**config.mk**
```make
export PLATFORM = sky130hd
export DESIGN_NAME = rv_execute_flat
export DESIGN_NICKNAME = d
export VERILOG_FILES = /design/src/source/rv_pkg.sv /design/src/source/rv_wb_if.sv /design/src/source/rv_execute.sv /design/src/flat_wrapper.sv
export VERILOG_INCLUDE_DIRS = /design/src /design/src/source
export SDC_FILE = /design/constraint.sdc
export NUM_CORES = 1
export LEC_CHECK = 0
export BUFFER_PORTS_ARGS = -buffer_cell sky130_fd_sc_hd__buf_2
export CORE_MARGIN = 3
export CORE_UTILIZATION = 28
export DETAILED_ROUTE_END_ITERATION = 6
export PLACE_DENSITY_LB_ADDON = 0.08
export SETUP_SLACK_MARGIN = 0.5
export SLEW_MARGIN = 10
export SYNTH_ARGS = -nofsm -noshare
export SYNTH_HDL_FRONTEND = slang
export SYNTH_SLANG_ARGS = --single-unit
```
**constraint.sdc**
```tcl
create_clock -name clk -period 8.4 [get_ports clk]
set_input_delay 1.68 -clock clk [delete_from_list [all_inputs] [get_ports clk]]
set_output_delay 1.68 -clock clk [all_outputs]
set_load 0.02 [all_outputs]
```
**src/source/rv_config.svh**
```systemverilog
`ifndef RV_CONFIG_SVH
`define RV_CONFIG_SVH

// data path width
`define RV_XLEN 32

// architectural registers
`define RV_NREGS 32

// memory depths in words
`define RV_IMEM_WORDS 256
`define RV_DMEM_WORDS 256

`endif

```
**src/source/rv_pkg.sv**
```systemverilog
package rv_pkg;

   // base opcodes of the supported formats
   localparam logic [6:0] OPC_OP     = 7'b0110011;
   localparam logic [6:0] OPC_OP_IMM = 7'b0010011;
   localparam logic [6:0] OPC_LUI    = 7'b0110111;
   localparam logic [6:0] OPC_LOAD   = 7'b0000011;
   localparam logic [6:0] OPC_STORE  = 7'b0100011;
   localparam logic [6:0] OPC_BRANCH = 7'b1100011;
   localparam logic [6:0] OPC_JAL    = 7'b1101111;

   // OP_NOP must stay first, a cleared control word is a bubble
   typedef enum logic [4:0] {
      OP_NOP,
      OP_ADD,
      OP_SUB,
      OP_AND,
      OP_OR,
      OP_XOR,
      OP_SLT,
      OP_ADDI,
      OP_ANDI,
      OP_ORI,
      OP_XORI,
      OP_LUI,
      OP_LW,
      OP_SW,
      OP_BEQ,
      OP_BNE,
      OP_JAL
   } rv_op_e;

   typedef struct packed {
      logic [6:0] funct7;
      logic [4:0] rs2;
      logic [4:0] rs1;
      logic [2:0] funct3;
      logic [4:0] rd;
      logic [6:0] opcode;
   } rv_r_t;

   typedef struct packed {
      logic [11:0] imm;
      logic [4:0]  rs1;
      logic [2:0]  funct3;
      logic [4:0]  rd;
      logic [6:0]  opcode;
   } rv_i_t;

   typedef struct packed {
      logic [6:0] imm11_5;
      logic [4:0] rs2;
      logic [4:0] rs1;
      logic [2:0] funct3;
      logic [4:0] imm4_0;
      logic [6:0] opcode;
   } rv_s_t;

   // branch and jump immediates share the sign bit and bits 10:5
   typedef struct packed {
      logic       sign;
      logic [5:0] imm10_5;
      logic [3:0] j_imm4_1;
      logic       j_imm11;
      logic [7:0] j_imm19_12;
      logic [3:0] b_imm4_1;
      logic       b_imm11;
      logic [6:0] opcode;
   } rv_bj_t;

   typedef union packed {
      rv_r_t  r;
      rv_i_t  i;
      rv_s_t  s;
      rv_bj_t bj;
   } rv_instr_u;

   typedef struct packed {
      logic       valid;
      rv_op_e     op;
      logic [4:0] rd;
      logic [4:0] rs1;
      logic [4:0] rs2;
      logic       reg_write;
      logic       mem_read;
      logic       mem_write;
   } rv_ctrl_t;

endpackage

```
**src/source/rv_wb_if.sv**
```systemverilog
`timescale 1ns/1ns
`include "rv_config.svh"

// one stage's register write, seen by forwarding and the register file
interface rv_wb_if;
   logic                valid;
   logic                we;
   logic [4:0]          rd;
   logic [`RV_XLEN-1:0] data;

   // driven by the memory stage
   modport src (output valid, we, rd, data);

   // operand forwarding in execute
   modport fwd (input valid, we, rd, data);

   // register file write port
   modport wr (input valid, we, rd, data);

endinterface

```
**src/source/rv_execute.sv**
```systemverilog
`timescale 1ns/1ns
`include "rv_config.svh"

module rv_execute (
   input  logic                clk,
   input  logic                reset,
   input  logic                flush_i,
   input  rv_pkg::rv_ctrl_t    ctrl_i,
   input  logic [`RV_XLEN-1:0] pc_i,
   input  logic [`RV_XLEN-1:0] op1_i,
   input  logic [`RV_XLEN-1:0] op2_i,
   input  logic [`RV_XLEN-1:0] imm_i,
   rv_wb_if.fwd                mem_fwd,
   rv_wb_if.fwd                wb_fwd,
   output logic                redirect_o,
   output logic [`RV_XLEN-1:0] target_o,
   output rv_pkg::rv_ctrl_t    ctrl_o,
   output logic [`RV_XLEN-1:0] result_o,
   output logic [`RV_XLEN-1:0] store_o,
   output logic [`RV_XLEN-1:0] pc_o
);
   logic [`RV_XLEN-1:0] a;
   logic [`RV_XLEN-1:0] b;
   logic [`RV_XLEN-1:0] result;
   logic                take;

   // younger stage wins
   function automatic logic [`RV_XLEN-1:0] forward(input logic [4:0]          rs,
                                                   input logic [`RV_XLEN-1:0] reg_val);
      if (mem_fwd.valid && mem_fwd.we && (mem_fwd.rd == rs) && (rs != 5'd0)) begin
         return mem_fwd.data;
      end
      if (wb_fwd.valid && wb_fwd.we && (wb_fwd.rd == rs) && (rs != 5'd0)) begin
         return wb_fwd.data;
      end
      return reg_val;
   endfunction

   always_comb begin
      a = forward(ctrl_i.rs1, op1_i);
      b = forward(ctrl_i.rs2, op2_i);
      case (ctrl_i.op)
         rv_pkg::OP_ADD:  result = a + b;
         rv_pkg::OP_SUB:  result = a - b;
         rv_pkg::OP_AND:  result = a & b;
         rv_pkg::OP_OR:   result = a | b;
         rv_pkg::OP_XOR:  result = a ^ b;
         rv_pkg::OP_SLT:  result = {{(`RV_XLEN-1){1'b0}}, $signed(a) < $signed(b)};
         rv_pkg::OP_ADDI: result = a + imm_i;
         rv_pkg::OP_ANDI: result = a & imm_i;
         rv_pkg::OP_ORI:  result = a | imm_i;
         rv_pkg::OP_XORI: result = a ^ imm_i;
         rv_pkg::OP_LUI:  result = imm_i;
         // effective address for loads and stores
         rv_pkg::OP_LW:   result = a + imm_i;
         rv_pkg::OP_SW:   result = a + imm_i;
         rv_pkg::OP_JAL:  result = pc_i + 'd4;
         default:         result = '0;
      endcase
      take = ctrl_i.valid &&
             (((ctrl_i.op == rv_pkg::OP_BEQ) && (a == b)) ||
              ((ctrl_i.op == rv_pkg::OP_BNE) && (a != b)) ||
              (ctrl_i.op == rv_pkg::OP_JAL));
   end

   always_ff @(posedge clk) begin
      if (reset || flush_i) begin
         ctrl_o     <= '0;
         redirect_o <= 1'b0;
      end else begin
         ctrl_o     <= ctrl_i;
         redirect_o <= take;
      end
   end

   always_ff @(posedge clk) begin
      result_o <= result;
      store_o  <= b;
      pc_o     <= pc_i;
      target_o <= pc_i + imm_i;
   end

   // redirects come from live instructions and land on word boundaries
   a_redirect_valid : assert property (@(posedge clk) disable iff (reset)
      redirect_o |-> ctrl_o.valid && (target_o[1:0] == 2'b00))
      else $error("redirect without a valid control or to an unaligned target");

endmodule

```
**src/flat_wrapper.sv**
```systemverilog
// flat-port wrapper written by rule: the top's interface ports become plain ports
module rv_execute_flat 
  (clk, reset, flush_i, ctrl_i, pc_i, op1_i, op2_i, imm_i, redirect_o, target_o, ctrl_o, result_o, store_o, pc_o, mem_fwd_valid, mem_fwd_we, mem_fwd_rd, mem_fwd_data, wb_fwd_valid, wb_fwd_we, wb_fwd_rd, wb_fwd_data);
  rv_wb_if mem_fwd_i ();
  rv_wb_if wb_fwd_i ();
  input  logic clk;
  input  logic reset;
  input  logic flush_i;
  input  rv_pkg::rv_ctrl_t ctrl_i;
  input  logic [`RV_XLEN-1:0] pc_i;
  input  logic [`RV_XLEN-1:0] op1_i;
  input  logic [`RV_XLEN-1:0] op2_i;
  input  logic [`RV_XLEN-1:0] imm_i;
  output logic redirect_o;
  output logic [`RV_XLEN-1:0] target_o;
  output rv_pkg::rv_ctrl_t ctrl_o;
  output logic [`RV_XLEN-1:0] result_o;
  output logic [`RV_XLEN-1:0] store_o;
  output logic [`RV_XLEN-1:0] pc_o;
  input wire logic [$bits(mem_fwd_i.valid)-1:0] mem_fwd_valid;
  input wire logic [$bits(mem_fwd_i.we)-1:0] mem_fwd_we;
  input wire logic [$bits(mem_fwd_i.rd)-1:0] mem_fwd_rd;
  input wire logic [$bits(mem_fwd_i.data)-1:0] mem_fwd_data;
  input wire logic [$bits(wb_fwd_i.valid)-1:0] wb_fwd_valid;
  input wire logic [$bits(wb_fwd_i.we)-1:0] wb_fwd_we;
  input wire logic [$bits(wb_fwd_i.rd)-1:0] wb_fwd_rd;
  input wire logic [$bits(wb_fwd_i.data)-1:0] wb_fwd_data;
  assign mem_fwd_i.valid = mem_fwd_valid;
  assign mem_fwd_i.we = mem_fwd_we;
  assign mem_fwd_i.rd = mem_fwd_rd;
  assign mem_fwd_i.data = mem_fwd_data;
  assign wb_fwd_i.valid = wb_fwd_valid;
  assign wb_fwd_i.we = wb_fwd_we;
  assign wb_fwd_i.rd = wb_fwd_rd;
  assign wb_fwd_i.data = wb_fwd_data;
  rv_execute u_core (.clk(clk), .reset(reset), .flush_i(flush_i), .ctrl_i(ctrl_i), .pc_i(pc_i), .op1_i(op1_i), .op2_i(op2_i), .imm_i(imm_i), .mem_fwd(mem_fwd_i), .wb_fwd(wb_fwd_i), .redirect_o(redirect_o), .target_o(target_o), .ctrl_o(ctrl_o), .result_o(result_o), .store_o(store_o), .pc_o(pc_o));
endmodule
```
==> impl_metrics.csv <==
group,metric,value,unit
flow_run,maxCapViolations,0,
sta,slew_headroom,12.18,%
finish,nets,2478,
pwr,p_sw,1.050,mW
routing,vias,15013,
floorplanning,start_util,28.46,%
setup_path,cp-start-kind,"input pin",
routing,final_antenna_net_count,0,
pwr,pwr-share-clk,29.9,%
setup_path,crit_path_max_fanout,30,
logic_synthesis,synth_cell_types,99,
cts,htreeDepth,4,
setup_path,crit_type,"in2reg",
routing,drt-total-wl,64.45,mm
logic_synthesis,synth_warnings,0,
routing,post_drt_wl_per_cell,23.17,um
finish,fin_util,35.28,%
cts,clockRootBuffer,"clkbuf_16",
floorplanning,die_w,226.8,um
logic_synthesis,synth_ff_type,"dfxtp_1",
logic_synthesis,syn-cell-area,13650,um2
sta,holdWs,1.345,ns
cts,postCtsSetupBuffers,0,
logic_synthesis,synth_area_leaders,"dfxtp_1 22%, ha_1 8.3%, o21ai_0 7.0%",
pwr,p_seq_share,31.0,%
setup_path,cp.arrival,7.58,ns
global_route,grt_max_degree,42,
logic_synthesis,ys_ff_latch,153,
sta,setup-tns-final,0,ns
logic_synthesis,async_reset_ff_share,0,%
sta,setup-violations-final,0,
sta,hold_violations,0,
cts,cts_buffers,17,
cts,cts_sinks,153,
finish,drive_above_1_share,23.70,%
pwr,power_leakage,7.535,nW
setup_path,end_kind,"flip-flop",
outcome,violations,"design-rule violations",
cts,clock_path_buffers,2,
logic_synthesis,synth_cells,1796,
pwr,power.density,157.6,nW/um2
logic_synthesis,synth_top_area_share,22.44,%
place,place_congestion,0.9208,
cts,cts_tree,"yes",
floorplanning,fp-row-count,80,
pwr,p_total,2.667,mW
floorplanning,die_h,226.8,um
pwr,swShare,39.36,%
place,numPortBuffers,385,
setup_path,cp.required,8.76,ns
sta,max_freq,138.4,MHz
global_route,grt.overflow.total,0,
sta,period_needed,7.226,ns
pwr,intPower,1.617,mW
routing,viasPerCell,5.396,
pwr,p_comb_share,39.1,%
cts,ctsHoldBuffers,0,
finish,layout_common_cells,"385 x buf_2, 191 x o21ai_0, 163 x nand2_1, 153 x dfxtp_1, 132 x a21oi_1",
floorplanning,die-area,51420,um2
pwr,irDropWorstVdd,132.4,uV
logic_synthesis,yosysTopAreaCell,"dfxtp_1",
cts,clkSlewWorstSetupHoldPaths,0.07,ns
routing,drc,1,
sta,finalCritPeriodShare,86.02,%
hold_path,hp-class,"in2reg",
floorplanning,core-area,47950,um2
finish,areaGrowthSynthToFinish,23.97,%
floorplanning,io_pins,386,
global_route,grt_pass1_wl,93.76,mm
logic_synthesis,synth_edf_count,0,
place,dpl.hpwl,51.20,mm
logic_synthesis,syn_nets,2122,
outcome,status,"finished with violations",
sta,slew_viol_final,0,
sta,worstMarginPinSlew,1.306,ns
routing,drt_iter0_drc,1161,
logic_synthesis,syn-mean-instance-area,7.598,um2
finish,final_common_cell,"buf_2",
cts,post_cts_resize_count,0,
global_route,grt_pass1_vias,14747,
global_route,antenna_found_initial,5,
logic_synthesis,seq_area_frac_synth,22.44,%
routing,first_pass_iters,7,
sta,rsz0062_at_grt,"no",
global_route,grt_use_total,24.48,%
-- power groups by stage --
stage / Sequential, mW / Combinational (mW) / Clock [mW]
after global routing: 0.832 / 1.14 / 0.851
after global placement: 0.843 / 1.03 / 0
after floorplan: 0.940 / 0.559 / 0
after detailed placement: 0.843 / 1.03 / 0
after CTS: 0.827 / 1.04 / 0.833
final: 0.825 / 1.04 / 0.798
-- per-layer routing --
metal	global-route usage (%)	share of wire, %	vias to the layer above
li1	-	-	7259
met1	33.20	46	7100
met2	39.32	45	571
met3	4.777	6.6	79
met4	7.293	2.1	4
met5	0	0.042	-
-- worst paths after layout --
path              startpoint             endpoint  slack (ns)  depth (start not counted)
setup / recovery   ctrl_i[3]  u_core.result_o[30]        1.17                         21
hold / removal      pc_i[25]      u_core.pc_o[25]        1.35                          1
-- cell type report --
class / count / area (um2)
Fill cell: 5086 / 31030
Multi-Input combinational cell: 1459 / 9933
Sequential cell: 153 / 3063
Timing Repair Buffer: 419 / 2195
Tap cell: 615 / 769.5
Clock buffer: 20 / 456.7
Inverter: 102 / 382.9
Clock inverter: 12 / 112.6
Antenna cell: 2 / 5.005
-- stage by stage --
stage                     worst slack [ns]  instances  area, um2
final                                1.174       2782      16920
after global routing                0.7560       2781      16920
after CTS                            1.280       2780      16910
after detailed placement            0.7673       2748      16340
after global placement              0.8751       2748      16340
after floorplan                      1.813       1796      13650
-- cells in the mapped netlist (all sizes together), types with 32 or more instances --
cell    count
a21oi     133
and2       39
nor3       32
a221oi     32
nand3      47
xor2       52
nor2      124
mux2i      82
dfxtp     153
a21o       56
xnor2      92
ha         90
nand2     163
inv       101
o21ai     204
clkbuf     65
-- logic make-up after synthesis --
logic type                 after synthesis  synth area share, %
DFF                                    153                22.44
adders and majority gates               95                8.848
xor gates and xnor gates               144                9.379
muxes                                   86                6.372
buffers and inverters                  184                5.171
AOI/OAI and AO/OA                      609                28.85
and+or+nand+nor                        525                18.93
-- worst max-delay path, cell delays in order --
cell       delay [ns]
buf_2            0.14
inv_2            0.07
a221oi_1         0.33
and4_2           0.80
o21ai_0          0.42
mux2_2           0.37
ha_1             0.19
inv_1            0.08
fa_1             0.21
nor2b_1          0.06
o21ai_0          0.38
a211oi_1         0.19
a2111oi_0        0.55
o21bai_1         0.15
a21oi_1          0.37
o211ai_1         0.23
a31oi_1          0.51
nor3b_1          0.13
mux2i_1          0.14
a2111oi_0        0.44
nand3_1          0.12
-- state kept, by name, summed over array words and instances, names as in the netlist --
| name | cells |
|---|---|
| u_core.store_o | 32 |
| u_core.target_o | 32 |
| u_core.ctrl_o | 24 |
| u_core.pc_o | 32 |
| u_core.result_o | 32 |
| u_core.redirect_o | 1 |
No activity file was read; power rests on OpenSTA's default activity.
