<file path="config.mk">
export PLATFORM = sky130hd
export DESIGN_NAME = rv_decode_flat
export DESIGN_NICKNAME = d
export VERILOG_FILES = /design/src/source/rv_pkg.sv /design/src/source/rv_wb_if.sv /design/src/source/rv_decode.sv /design/src/source/rv_reg_file.sv /design/src/flat_wrapper.sv
export VERILOG_INCLUDE_DIRS = /design/src /design/src/source
export SDC_FILE = /design/constraint.sdc
export NUM_CORES = 2
export LEC_CHECK = 0
export ABC_CLOCK_PERIOD_IN_PS = 4220
export BUFFER_PORTS_ARGS = -buffer_cell sky130_fd_sc_hd__clkbuf_2
export CORE_MARGIN = 2
export CORE_UTILIZATION = 40
export CTS_BUF_LIST = sky130_fd_sc_hd__clkbuf_16
export DETAILED_ROUTE_END_ITERATION = 12
export GPL_ROUTABILITY_DRIVEN = 0
export PLACE_DENSITY_LB_ADDON = 0.12
export SLEW_MARGIN = 20
export SYNTH_ARGS = -nofsm -noshare
export SYNTH_HDL_FRONTEND = slang
export SYNTH_HIERARCHICAL = 1
export SYNTH_SLANG_ARGS = --single-unit
</file>
<file path="constraint.sdc">
create_clock -name clk -period 4.22 [get_ports clk]
set_input_delay 0.422 -clock clk [delete_from_list [all_inputs] [get_ports clk]]
set_output_delay 0.422 -clock clk [all_outputs]
set_load 0.02 [all_outputs]
</file>
<file path="src/source/rv_config.svh">
`ifndef RV_CONFIG_SVH
`define RV_CONFIG_SVH

// data path width
`define RV_XLEN 32

// architectural registers
`define RV_NREGS 32

// memory depths in words
`define RV_IMEM_WORDS 256
`define RV_DMEM_WORDS 256

`endif

</file>
<file path="src/source/rv_pkg.sv">
package rv_pkg;

   // base opcodes of the supported formats
   localparam logic [6:0] OPC_OP     = 7'b0110011;
   localparam logic [6:0] OPC_OP_IMM = 7'b0010011;
   localparam logic [6:0] OPC_LUI    = 7'b0110111;
   localparam logic [6:0] OPC_LOAD   = 7'b0000011;
   localparam logic [6:0] OPC_STORE  = 7'b0100011;
   localparam logic [6:0] OPC_BRANCH = 7'b1100011;
   localparam logic [6:0] OPC_JAL    = 7'b1101111;

   // OP_NOP must stay first, a cleared control word is a bubble
   typedef enum logic [4:0] {
      OP_NOP,
      OP_ADD,
      OP_SUB,
      OP_AND,
      OP_OR,
      OP_XOR,
      OP_SLT,
      OP_ADDI,
      OP_ANDI,
      OP_ORI,
      OP_XORI,
      OP_LUI,
      OP_LW,
      OP_SW,
      OP_BEQ,
      OP_BNE,
      OP_JAL
   } rv_op_e;

   typedef struct packed {
      logic [6:0] funct7;
      logic [4:0] rs2;
      logic [4:0] rs1;
      logic [2:0] funct3;
      logic [4:0] rd;
      logic [6:0] opcode;
   } rv_r_t;

   typedef struct packed {
      logic [11:0] imm;
      logic [4:0]  rs1;
      logic [2:0]  funct3;
      logic [4:0]  rd;
      logic [6:0]  opcode;
   } rv_i_t;

   typedef struct packed {
      logic [6:0] imm11_5;
      logic [4:0] rs2;
      logic [4:0] rs1;
      logic [2:0] funct3;
      logic [4:0] imm4_0;
      logic [6:0] opcode;
   } rv_s_t;

   // branch and jump immediates share the sign bit and bits 10:5
   typedef struct packed {
      logic       sign;
      logic [5:0] imm10_5;
      logic [3:0] j_imm4_1;
      logic       j_imm11;
      logic [7:0] j_imm19_12;
      logic [3:0] b_imm4_1;
      logic       b_imm11;
      logic [6:0] opcode;
   } rv_bj_t;

   typedef union packed {
      rv_r_t  r;
      rv_i_t  i;
      rv_s_t  s;
      rv_bj_t bj;
   } rv_instr_u;

   typedef struct packed {
      logic       valid;
      rv_op_e     op;
      logic [4:0] rd;
      logic [4:0] rs1;
      logic [4:0] rs2;
      logic       reg_write;
      logic       mem_read;
      logic       mem_write;
   } rv_ctrl_t;

endpackage

</file>
<file path="src/source/rv_wb_if.sv">
`timescale 1ns/1ns
`include "rv_config.svh"

// one stage's register write, seen by forwarding and the register file
interface rv_wb_if;
   logic                valid;
   logic                we;
   logic [4:0]          rd;
   logic [`RV_XLEN-1:0] data;

   // driven by the memory stage
   modport src (output valid, we, rd, data);

   // operand forwarding in execute
   modport fwd (input valid, we, rd, data);

   // register file write port
   modport wr (input valid, we, rd, data);

endinterface

</file>
<file path="src/source/rv_decode.sv">
`timescale 1ns/1ns
`include "rv_config.svh"

module rv_decode (
   input  logic                clk,
   input  logic                reset,
   input  logic                flush_i,
   input  logic                valid_i,
   input  logic [`RV_XLEN-1:0] pc_i,
   input  logic [31:0]         instr_i,
   rv_wb_if.wr                 wb,
   output rv_pkg::rv_ctrl_t    ctrl_o,
   output logic [`RV_XLEN-1:0] pc_o,
   output logic [`RV_XLEN-1:0] op1_o,
   output logic [`RV_XLEN-1:0] op2_o,
   output logic [`RV_XLEN-1:0] imm_o
);
   rv_pkg::rv_instr_u   instr;
   rv_pkg::rv_ctrl_t    ctrl;
   logic [`RV_XLEN-1:0] imm;
   logic [`RV_XLEN-1:0] rd1;
   logic [`RV_XLEN-1:0] rd2;

   assign instr = instr_i;

   rv_reg_file rv_reg_file_i (
      .clk   (clk),
      .reset (reset),
      .rs1_i (ctrl.rs1),
      .rs2_i (ctrl.rs2),
      .rd1_o (rd1),
      .rd2_o (rd2),
      .wb    (wb)
   );

   always_comb begin
      ctrl     = '0;
      imm      = '0;
      ctrl.rd  = instr.r.rd;
      ctrl.rs1 = instr.r.rs1;
      ctrl.rs2 = instr.r.rs2;
      case (instr.r.opcode)
         rv_pkg::OPC_OP: begin
            ctrl.reg_write = 1'b1;
            case ({instr.r.funct7, instr.r.funct3})
               {7'h00, 3'b000}: ctrl.op = rv_pkg::OP_ADD;
               {7'h20, 3'b000}: ctrl.op = rv_pkg::OP_SUB;
               {7'h00, 3'b111}: ctrl.op = rv_pkg::OP_AND;
               {7'h00, 3'b110}: ctrl.op = rv_pkg::OP_OR;
               {7'h00, 3'b100}: ctrl.op = rv_pkg::OP_XOR;
               {7'h00, 3'b010}: ctrl.op = rv_pkg::OP_SLT;
               default:         ctrl.op = rv_pkg::OP_NOP;
            endcase
         end
         rv_pkg::OPC_OP_IMM: begin
            ctrl.reg_write = 1'b1;
            ctrl.rs2       = 5'd0;
            imm            = {{20{instr.i.imm[11]}}, instr.i.imm};
            case (instr.i.funct3)
               3'b000:  ctrl.op = rv_pkg::OP_ADDI;
               3'b111:  ctrl.op = rv_pkg::OP_ANDI;
               3'b110:  ctrl.op = rv_pkg::OP_ORI;
               3'b100:  ctrl.op = rv_pkg::OP_XORI;
               default: ctrl.op = rv_pkg::OP_NOP;
            endcase
         end
         rv_pkg::OPC_LUI: begin
            ctrl.op        = rv_pkg::OP_LUI;
            ctrl.reg_write = 1'b1;
            ctrl.rs1       = 5'd0;
            ctrl.rs2       = 5'd0;
            // upper 20 bits of the word
            imm            = {instr.i.imm, instr.i.rs1, instr.i.funct3, 12'b0};
         end
         rv_pkg::OPC_LOAD: begin
            ctrl.op        = (instr.i.funct3 == 3'b010) ? rv_pkg::OP_LW : rv_pkg::OP_NOP;
            ctrl.reg_write = 1'b1;
            ctrl.mem_read  = 1'b1;
            ctrl.rs2       = 5'd0;
            imm            = {{20{instr.i.imm[11]}}, instr.i.imm};
         end
         rv_pkg::OPC_STORE: begin
            ctrl.op        = (instr.s.funct3 == 3'b010) ? rv_pkg::OP_SW : rv_pkg::OP_NOP;
            ctrl.mem_write = 1'b1;
            ctrl.rd        = 5'd0;
            imm            = {{20{instr.s.imm11_5[6]}}, instr.s.imm11_5, instr.s.imm4_0};
         end
         rv_pkg::OPC_BRANCH: begin
            case (instr.r.funct3)
               3'b000:  ctrl.op = rv_pkg::OP_BEQ;
               3'b001:  ctrl.op = rv_pkg::OP_BNE;
               default: ctrl.op = rv_pkg::OP_NOP;
            endcase
            ctrl.rd = 5'd0;
            imm     = {{20{instr.bj.sign}}, instr.bj.b_imm11, instr.bj.imm10_5,
                       instr.bj.b_imm4_1, 1'b0};
         end
         rv_pkg::OPC_JAL: begin
            ctrl.op        = rv_pkg::OP_JAL;
            ctrl.reg_write = 1'b1;
            ctrl.rs1       = 5'd0;
            ctrl.rs2       = 5'd0;
            imm            = {{12{instr.bj.sign}}, instr.bj.j_imm19_12, instr.bj.j_imm11,
                              instr.bj.imm10_5, instr.bj.j_imm4_1, 1'b0};
         end
         default: ;
      endcase
      // unsupported encodings leave as bubbles
      ctrl.valid = valid_i && (ctrl.op != rv_pkg::OP_NOP);
      if (!ctrl.valid) begin
         ctrl.reg_write = 1'b0;
         ctrl.mem_read  = 1'b0;
         ctrl.mem_write = 1'b0;
      end
   end

   always_ff @(posedge clk) begin
      if (reset || flush_i) begin
         ctrl_o <= '0;
      end else begin
         ctrl_o <= ctrl;
      end
   end

   always_ff @(posedge clk) begin
      pc_o  <= pc_i;
      op1_o <= rd1;
      op2_o <= rd2;
      imm_o <= imm;
   end

endmodule

</file>
<file path="src/source/rv_reg_file.sv">
`timescale 1ns/1ns
`include "rv_config.svh"

module rv_reg_file (
   input  logic                clk,
   input  logic                reset,
   input  logic [4:0]          rs1_i,
   input  logic [4:0]          rs2_i,
   output logic [`RV_XLEN-1:0] rd1_o,
   output logic [`RV_XLEN-1:0] rd2_o,
   rv_wb_if.wr                 wb
);
   logic [`RV_XLEN-1:0] regs [`RV_NREGS];
   logic                wr_en;

   assign wr_en = wb.valid && wb.we && (wb.rd != 5'd0);

   // x0 reads zero, a same-cycle write is bypassed
   function automatic logic [`RV_XLEN-1:0] read_port(input logic [4:0] rs);
      if (rs == 5'd0) begin
         return '0;
      end
      if (wr_en && (wb.rd == rs)) begin
         return wb.data;
      end
      return regs[rs];
   endfunction

   always_comb begin
      rd1_o = read_port(rs1_i);
      rd2_o = read_port(rs2_i);
   end

   always_ff @(posedge clk) begin
      if (reset) begin
         for (int i = 0; i < `RV_NREGS; i++) begin
            regs[i] <= '0;
         end
      end else if (wr_en) begin
         regs[wb.rd] <= wb.data;
      end
   end

endmodule

</file>
<file path="src/flat_wrapper.sv">
// flat-port wrapper written by rule: the top's interface ports become plain ports
module rv_decode_flat 
  (clk, reset, flush_i, valid_i, pc_i, instr_i, ctrl_o, pc_o, op1_o, op2_o, imm_o, wb_valid, wb_we, wb_rd, wb_data);
  rv_wb_if wb_i ();
  input  logic clk;
  input  logic reset;
  input  logic flush_i;
  input  logic valid_i;
  input  logic [`RV_XLEN-1:0] pc_i;
  input  logic [31:0] instr_i;
  output rv_pkg::rv_ctrl_t ctrl_o;
  output logic [`RV_XLEN-1:0] pc_o;
  output logic [`RV_XLEN-1:0] op1_o;
  output logic [`RV_XLEN-1:0] op2_o;
  output logic [`RV_XLEN-1:0] imm_o;
  input wire logic [$bits(wb_i.valid)-1:0] wb_valid;
  input wire logic [$bits(wb_i.we)-1:0] wb_we;
  input wire logic [$bits(wb_i.rd)-1:0] wb_rd;
  input wire logic [$bits(wb_i.data)-1:0] wb_data;
  assign wb_i.valid = wb_valid;
  assign wb_i.we = wb_we;
  assign wb_i.rd = wb_rd;
  assign wb_i.data = wb_data;
  rv_decode u_core (.clk(clk), .reset(reset), .flush_i(flush_i), .valid_i(valid_i), .pc_i(pc_i), .instr_i(instr_i), .wb(wb_i), .ctrl_o(ctrl_o), .pc_o(pc_o), .op1_o(op1_o), .op2_o(op2_o), .imm_o(imm_o));
endmodule
</file>
==> flow_summary.json <==
{
  "status": "completed",
  "core_area_mm2": 0.149,
  "slew_headroom_pct": 26.0,
  "muxShareOfSynthArea_pct": 20.1,
  "fp.dieH_um": 391,
  "dp.final_hpwl_mm": 142,
  "cts_hold_buffers": 63,
  "total_power_mw": 29.9,
  "globalRouteOverflowTotal": 0,
  "slew_violations": 0,
  "fin_cells": 6592,
  "grt_use_total_pct": 31.3,
  "worstPathArrival_ns": 4.60,
  "cts_buffers": 142,
  "initial_core_util_pct": 40.1,
  "avgSynthCellArea_um2": 14.2,
  "switchingPower_mw": 7.70,
  "synth_top_area_share_pct": 51.3,
  "clk_latency_ns": 0.79,
  "grt_max_degree": 122,
  "p_leak_nw": 25.7,
  "end_kind": "flip-flop",
  "wl_met2_mm": 112,
  "synthTopCellsByArea": "edfxtp_1 51%, mux4_2 12%, and2_1 11%",
  "io_pins": 259,
  "min_path_type": "in2reg",
  "wl_met1_mm": 94.7,
  "worstSetupPathType": "in2reg",
  "synth-edff-count": 1024,
  "grt_pass1_vias": 39442,
  "syn_area_mm2": 0.0599,
  "synthToLayoutAreaGrowth_pct": 16.4,
  "grt_pass1_wl_mm": 327,
  "clkPwrFrac_pct": 41.8,
  "routed-wl-met3_mm": 23.5,
  "path_clk_slew_ns": 0.06,
  "rr_worst_depth": 4,
  "peakVddDrop_uv": 442,
  "die_area_mm2": 0.153,
  "rrSetupSlack_ns": 2.18,
  "r2r-start": "u_core/rv_reg_file_i/regs[24][5]$_SDFFCE_PN0P_",
  "synth-simple-area-share_pct": 13.5,
  "dpl_worst_slack_ns": 0.182,
  "setup_viol": 0,
  "yosys_warnings": 6,
  "worst_slew_pin_slew_ns": 1.11,
  "intPower_mw": 22.2,
  "critPathMaxFanout": 22,
  "synthDistinctLibCells": 89,
  "min_period_over_period_pct": 92.0,
  "synth_top_family_by_area": "multiplexers",
  "antenna_found_initial": 36,
  "synth_xor_xnor_area_share_pct": 0.175,
  "cp-endpoint": "u_core/op1_o[31]$_DFF_P_",
  "hold_violations": 0,
  "drive_above_1_share_pct": 26.3,
  "die-width_um": 391,
  "post-route-min-period_ns": 3.88,
  "root_buffer": "clkbuf_16",
  "postCtsSetupBuffers": 0,
  "netlist_instances": 4218,
  "routedWlPerCell_um": 36.5,
  "first_iter_violations": 5775,
  "ys_ff_latch": 1176,
  "first_pass_iters": 5,
  "maxCapViolations": 0,
  "row_count": 142,
  "start_kind": "input port",
  "skew_ns": 0.0298,
  "synth_largest_area_cell": "edfxtp_1",
  "cts_sinks": 1176,
  "cts-resized-gates": 0,
  "wirelength_mm": 240,
  "pwr-share-comb_pct": 12.4,
  "r2r-end": "u_core/op1_o[5]$_DFF_P_",
  "seq_power_share_pct": 45.8,
  "timing.setup.tns_ns": 0,
  "synthAdderAreaFrac_pct": 0,
  "hold-path-cell-count": 1,
  "hold_slack_ns": 0.0787,
  "fin_nets": 4628,
  "antenna_left": 0,
  "setup_ws_ns": 0.338,
  "async_flop_share_pct": 0,
  "synth-compound-area-share_pct": 6.10,
  "rsz0062_at_grt": "no",
  "cts_tree": "built",
  "ys_seq_area_share_pct": 56.4,
  "numPlacedInstances": 6258,
  "synth_ff_type": "edfxtp_1",
  "max_freq_ghz": 0.258,
  "vias": 40660,
  "swShare_pct": 25.7,
  "cts_buffer_depth": 3,
  "worstSetupStartpoint": "instr_i[4]",
  "viasPerCell": 6.17,
  "dr.max_layer_used": "met5",
  "cts-htree-levels": 4,
  "required_ns": 4.93,
  "post-route-drc-count": 0,
  "p_per_area_mw_per_mm2": 429,
  "portBuffers": 258
}
-- synthesized netlist by cell type, drive strengths merged (33+ instances only) --
master and n:
a2111oi 37, a221oi 33, o22ai 62, o21ai 35
nand2 95, or2 36, mux2i 308, edfxtp 1024
nor2 88, dfxtp 152, a22oi 57, a211oi 59
mux4 345, a21oi 57, clkbuf 289, mux2 97
and2 1015, buf 142
-- worst min-delay path by stage --
| stage | end | from | slack [ns] |
|---|---|---|---|
| final | u_core/rv_reg_file_i/regs[0][2]$_SDFFCE_PN0P_ | reset | 0.08 |
| after global routing | u_core/rv_reg_file_i/regs[0][2]$_SDFFCE_PN0P_ | reset | 0.06 |
| after CTS | u_core/imm_o[11]$_DFF_P_ | instr_i[5] | 0.04 |
| after detailed placement | u_core/pc_o[14]$_DFF_P_ | pc_i[14] | 0.53 |
| after global placement | u_core/pc_o[10]$_DFF_P_ | pc_i[10] | 0.52 |
| after floorplan | u_core/pc_o[0]$_DFF_P_ | pc_i[0] | 0.45 |
-- sequential cells by signal, summed over array words and instances (netlist names) --
signal / flops
u_core/rv_reg_file_i/regs: 1024
u_core/imm_o: 32
u_core/op1_o: 32
u_core/op2_o: 32
u_core/pc_o: 32
u_core/ctrl_o: 24
-- layout make-up --
cell class	instances	area [um2]
clock inverters	111	970
repair buffers	562	4370
inverters	4	15.0
clock buffers	149	3730
multi-input cells	2635	24400
well taps	1944	2430
diodes	11	27.5
fillers	13075	79500
flip-flops and latches	1176	33800
-- power groups by stage --
stage	Clock [mW]	Sequential, mW	Combinational [mW]
after floorplan	0	13.9	2.00
after global placement	0	13.9	3.60
after detailed placement	0	13.9	3.60
after CTS	12.7	13.7	3.66
after global routing	13.1	13.8	3.82
final	12.5	13.7	3.69
-- layer usage --
metal / GRT usage, % / vias to the layer above
li1: - / 16678
met1: 41.9 / 21080
met3: 6.88 / 522
met5: 0 / -
met4: 13.1 / 12
met2: 49.1 / 2368
-- cells by family after synthesis --
| group | count (synthesis) |
|---|---|
| other | 1 |
| AO/OA/AOI/OAI | 483 |
| buffers and inverters | 438 |
| AND/OR/NAND/NOR | 1358 |
| XOR/XNOR | 12 |
| flip-flops | 1176 |
| multiplexers | 750 |
-- worst max-delay path: stages --
cell and delay [ns]:
dlygate4sd3_1 0.53, clkbuf_2 0.22, or3b_4 0.31, a21oi_4 0.12
buf_4 0.22, nor2b_4 0.18, buf_4 0.46, nand2_1 0.70
a2111oi_0 1.11, a311oi_1 0.10, a21oi_1 0.18
-- cells in the final DEF, fill, tap and decap left out, drive strengths merged, types with 4 or more instances in the layout --
master / synthesis / final
a2111oi: 37 / 37
a211oi: 59 / 59
a21o: 20 / 20
a21oi: 57 / 57
a221o: 14 / 14
a221oi: 33 / 33
a22o: 16 / 16
a22oi: 57 / 57
a31oi: 7 / 7
a32o: 32 / 32
and2: 1015 / 1015
and3: 17 / 17
buf: 142 / 242
bufinv: 0 / 18
clkbuf: 289 / 406
clkinv: 0 / 55
conb: 1 / 32
dfxtp: 152 / 152
diode: 0 / 11
dlygate4sd3: 1 / 63
edfxtp: 1024 / 1024
inv: 4 / 40
mux2: 97 / 97
mux2i: 308 / 308
mux4: 345 / 345
nand2: 95 / 95
nand2b: 7 / 7
nand3: 10 / 10
nand3b: 9 / 9
nor2: 88 / 88
nor2b: 17 / 17
nor3: 22 / 22
nor3b: 4 / 4
nor4: 8 / 8
o21ai: 35 / 35
o221ai: 32 / 32
o22ai: 62 / 62
or2: 36 / 36
or3b: 6 / 6
xnor2: 10 / 10
-- metrics by stage --
stage / instance area (um2) / utilization [%]
after floorplan: 60000 / -
after global placement: 64400 / 43.1
after detailed placement: 64400 / 43.1
after CTS: 69700 / 46.7
after global routing: 69700 / 46.7
final: 69800 / 46.7
Note: power is estimated with default switching activity, not from simulation.
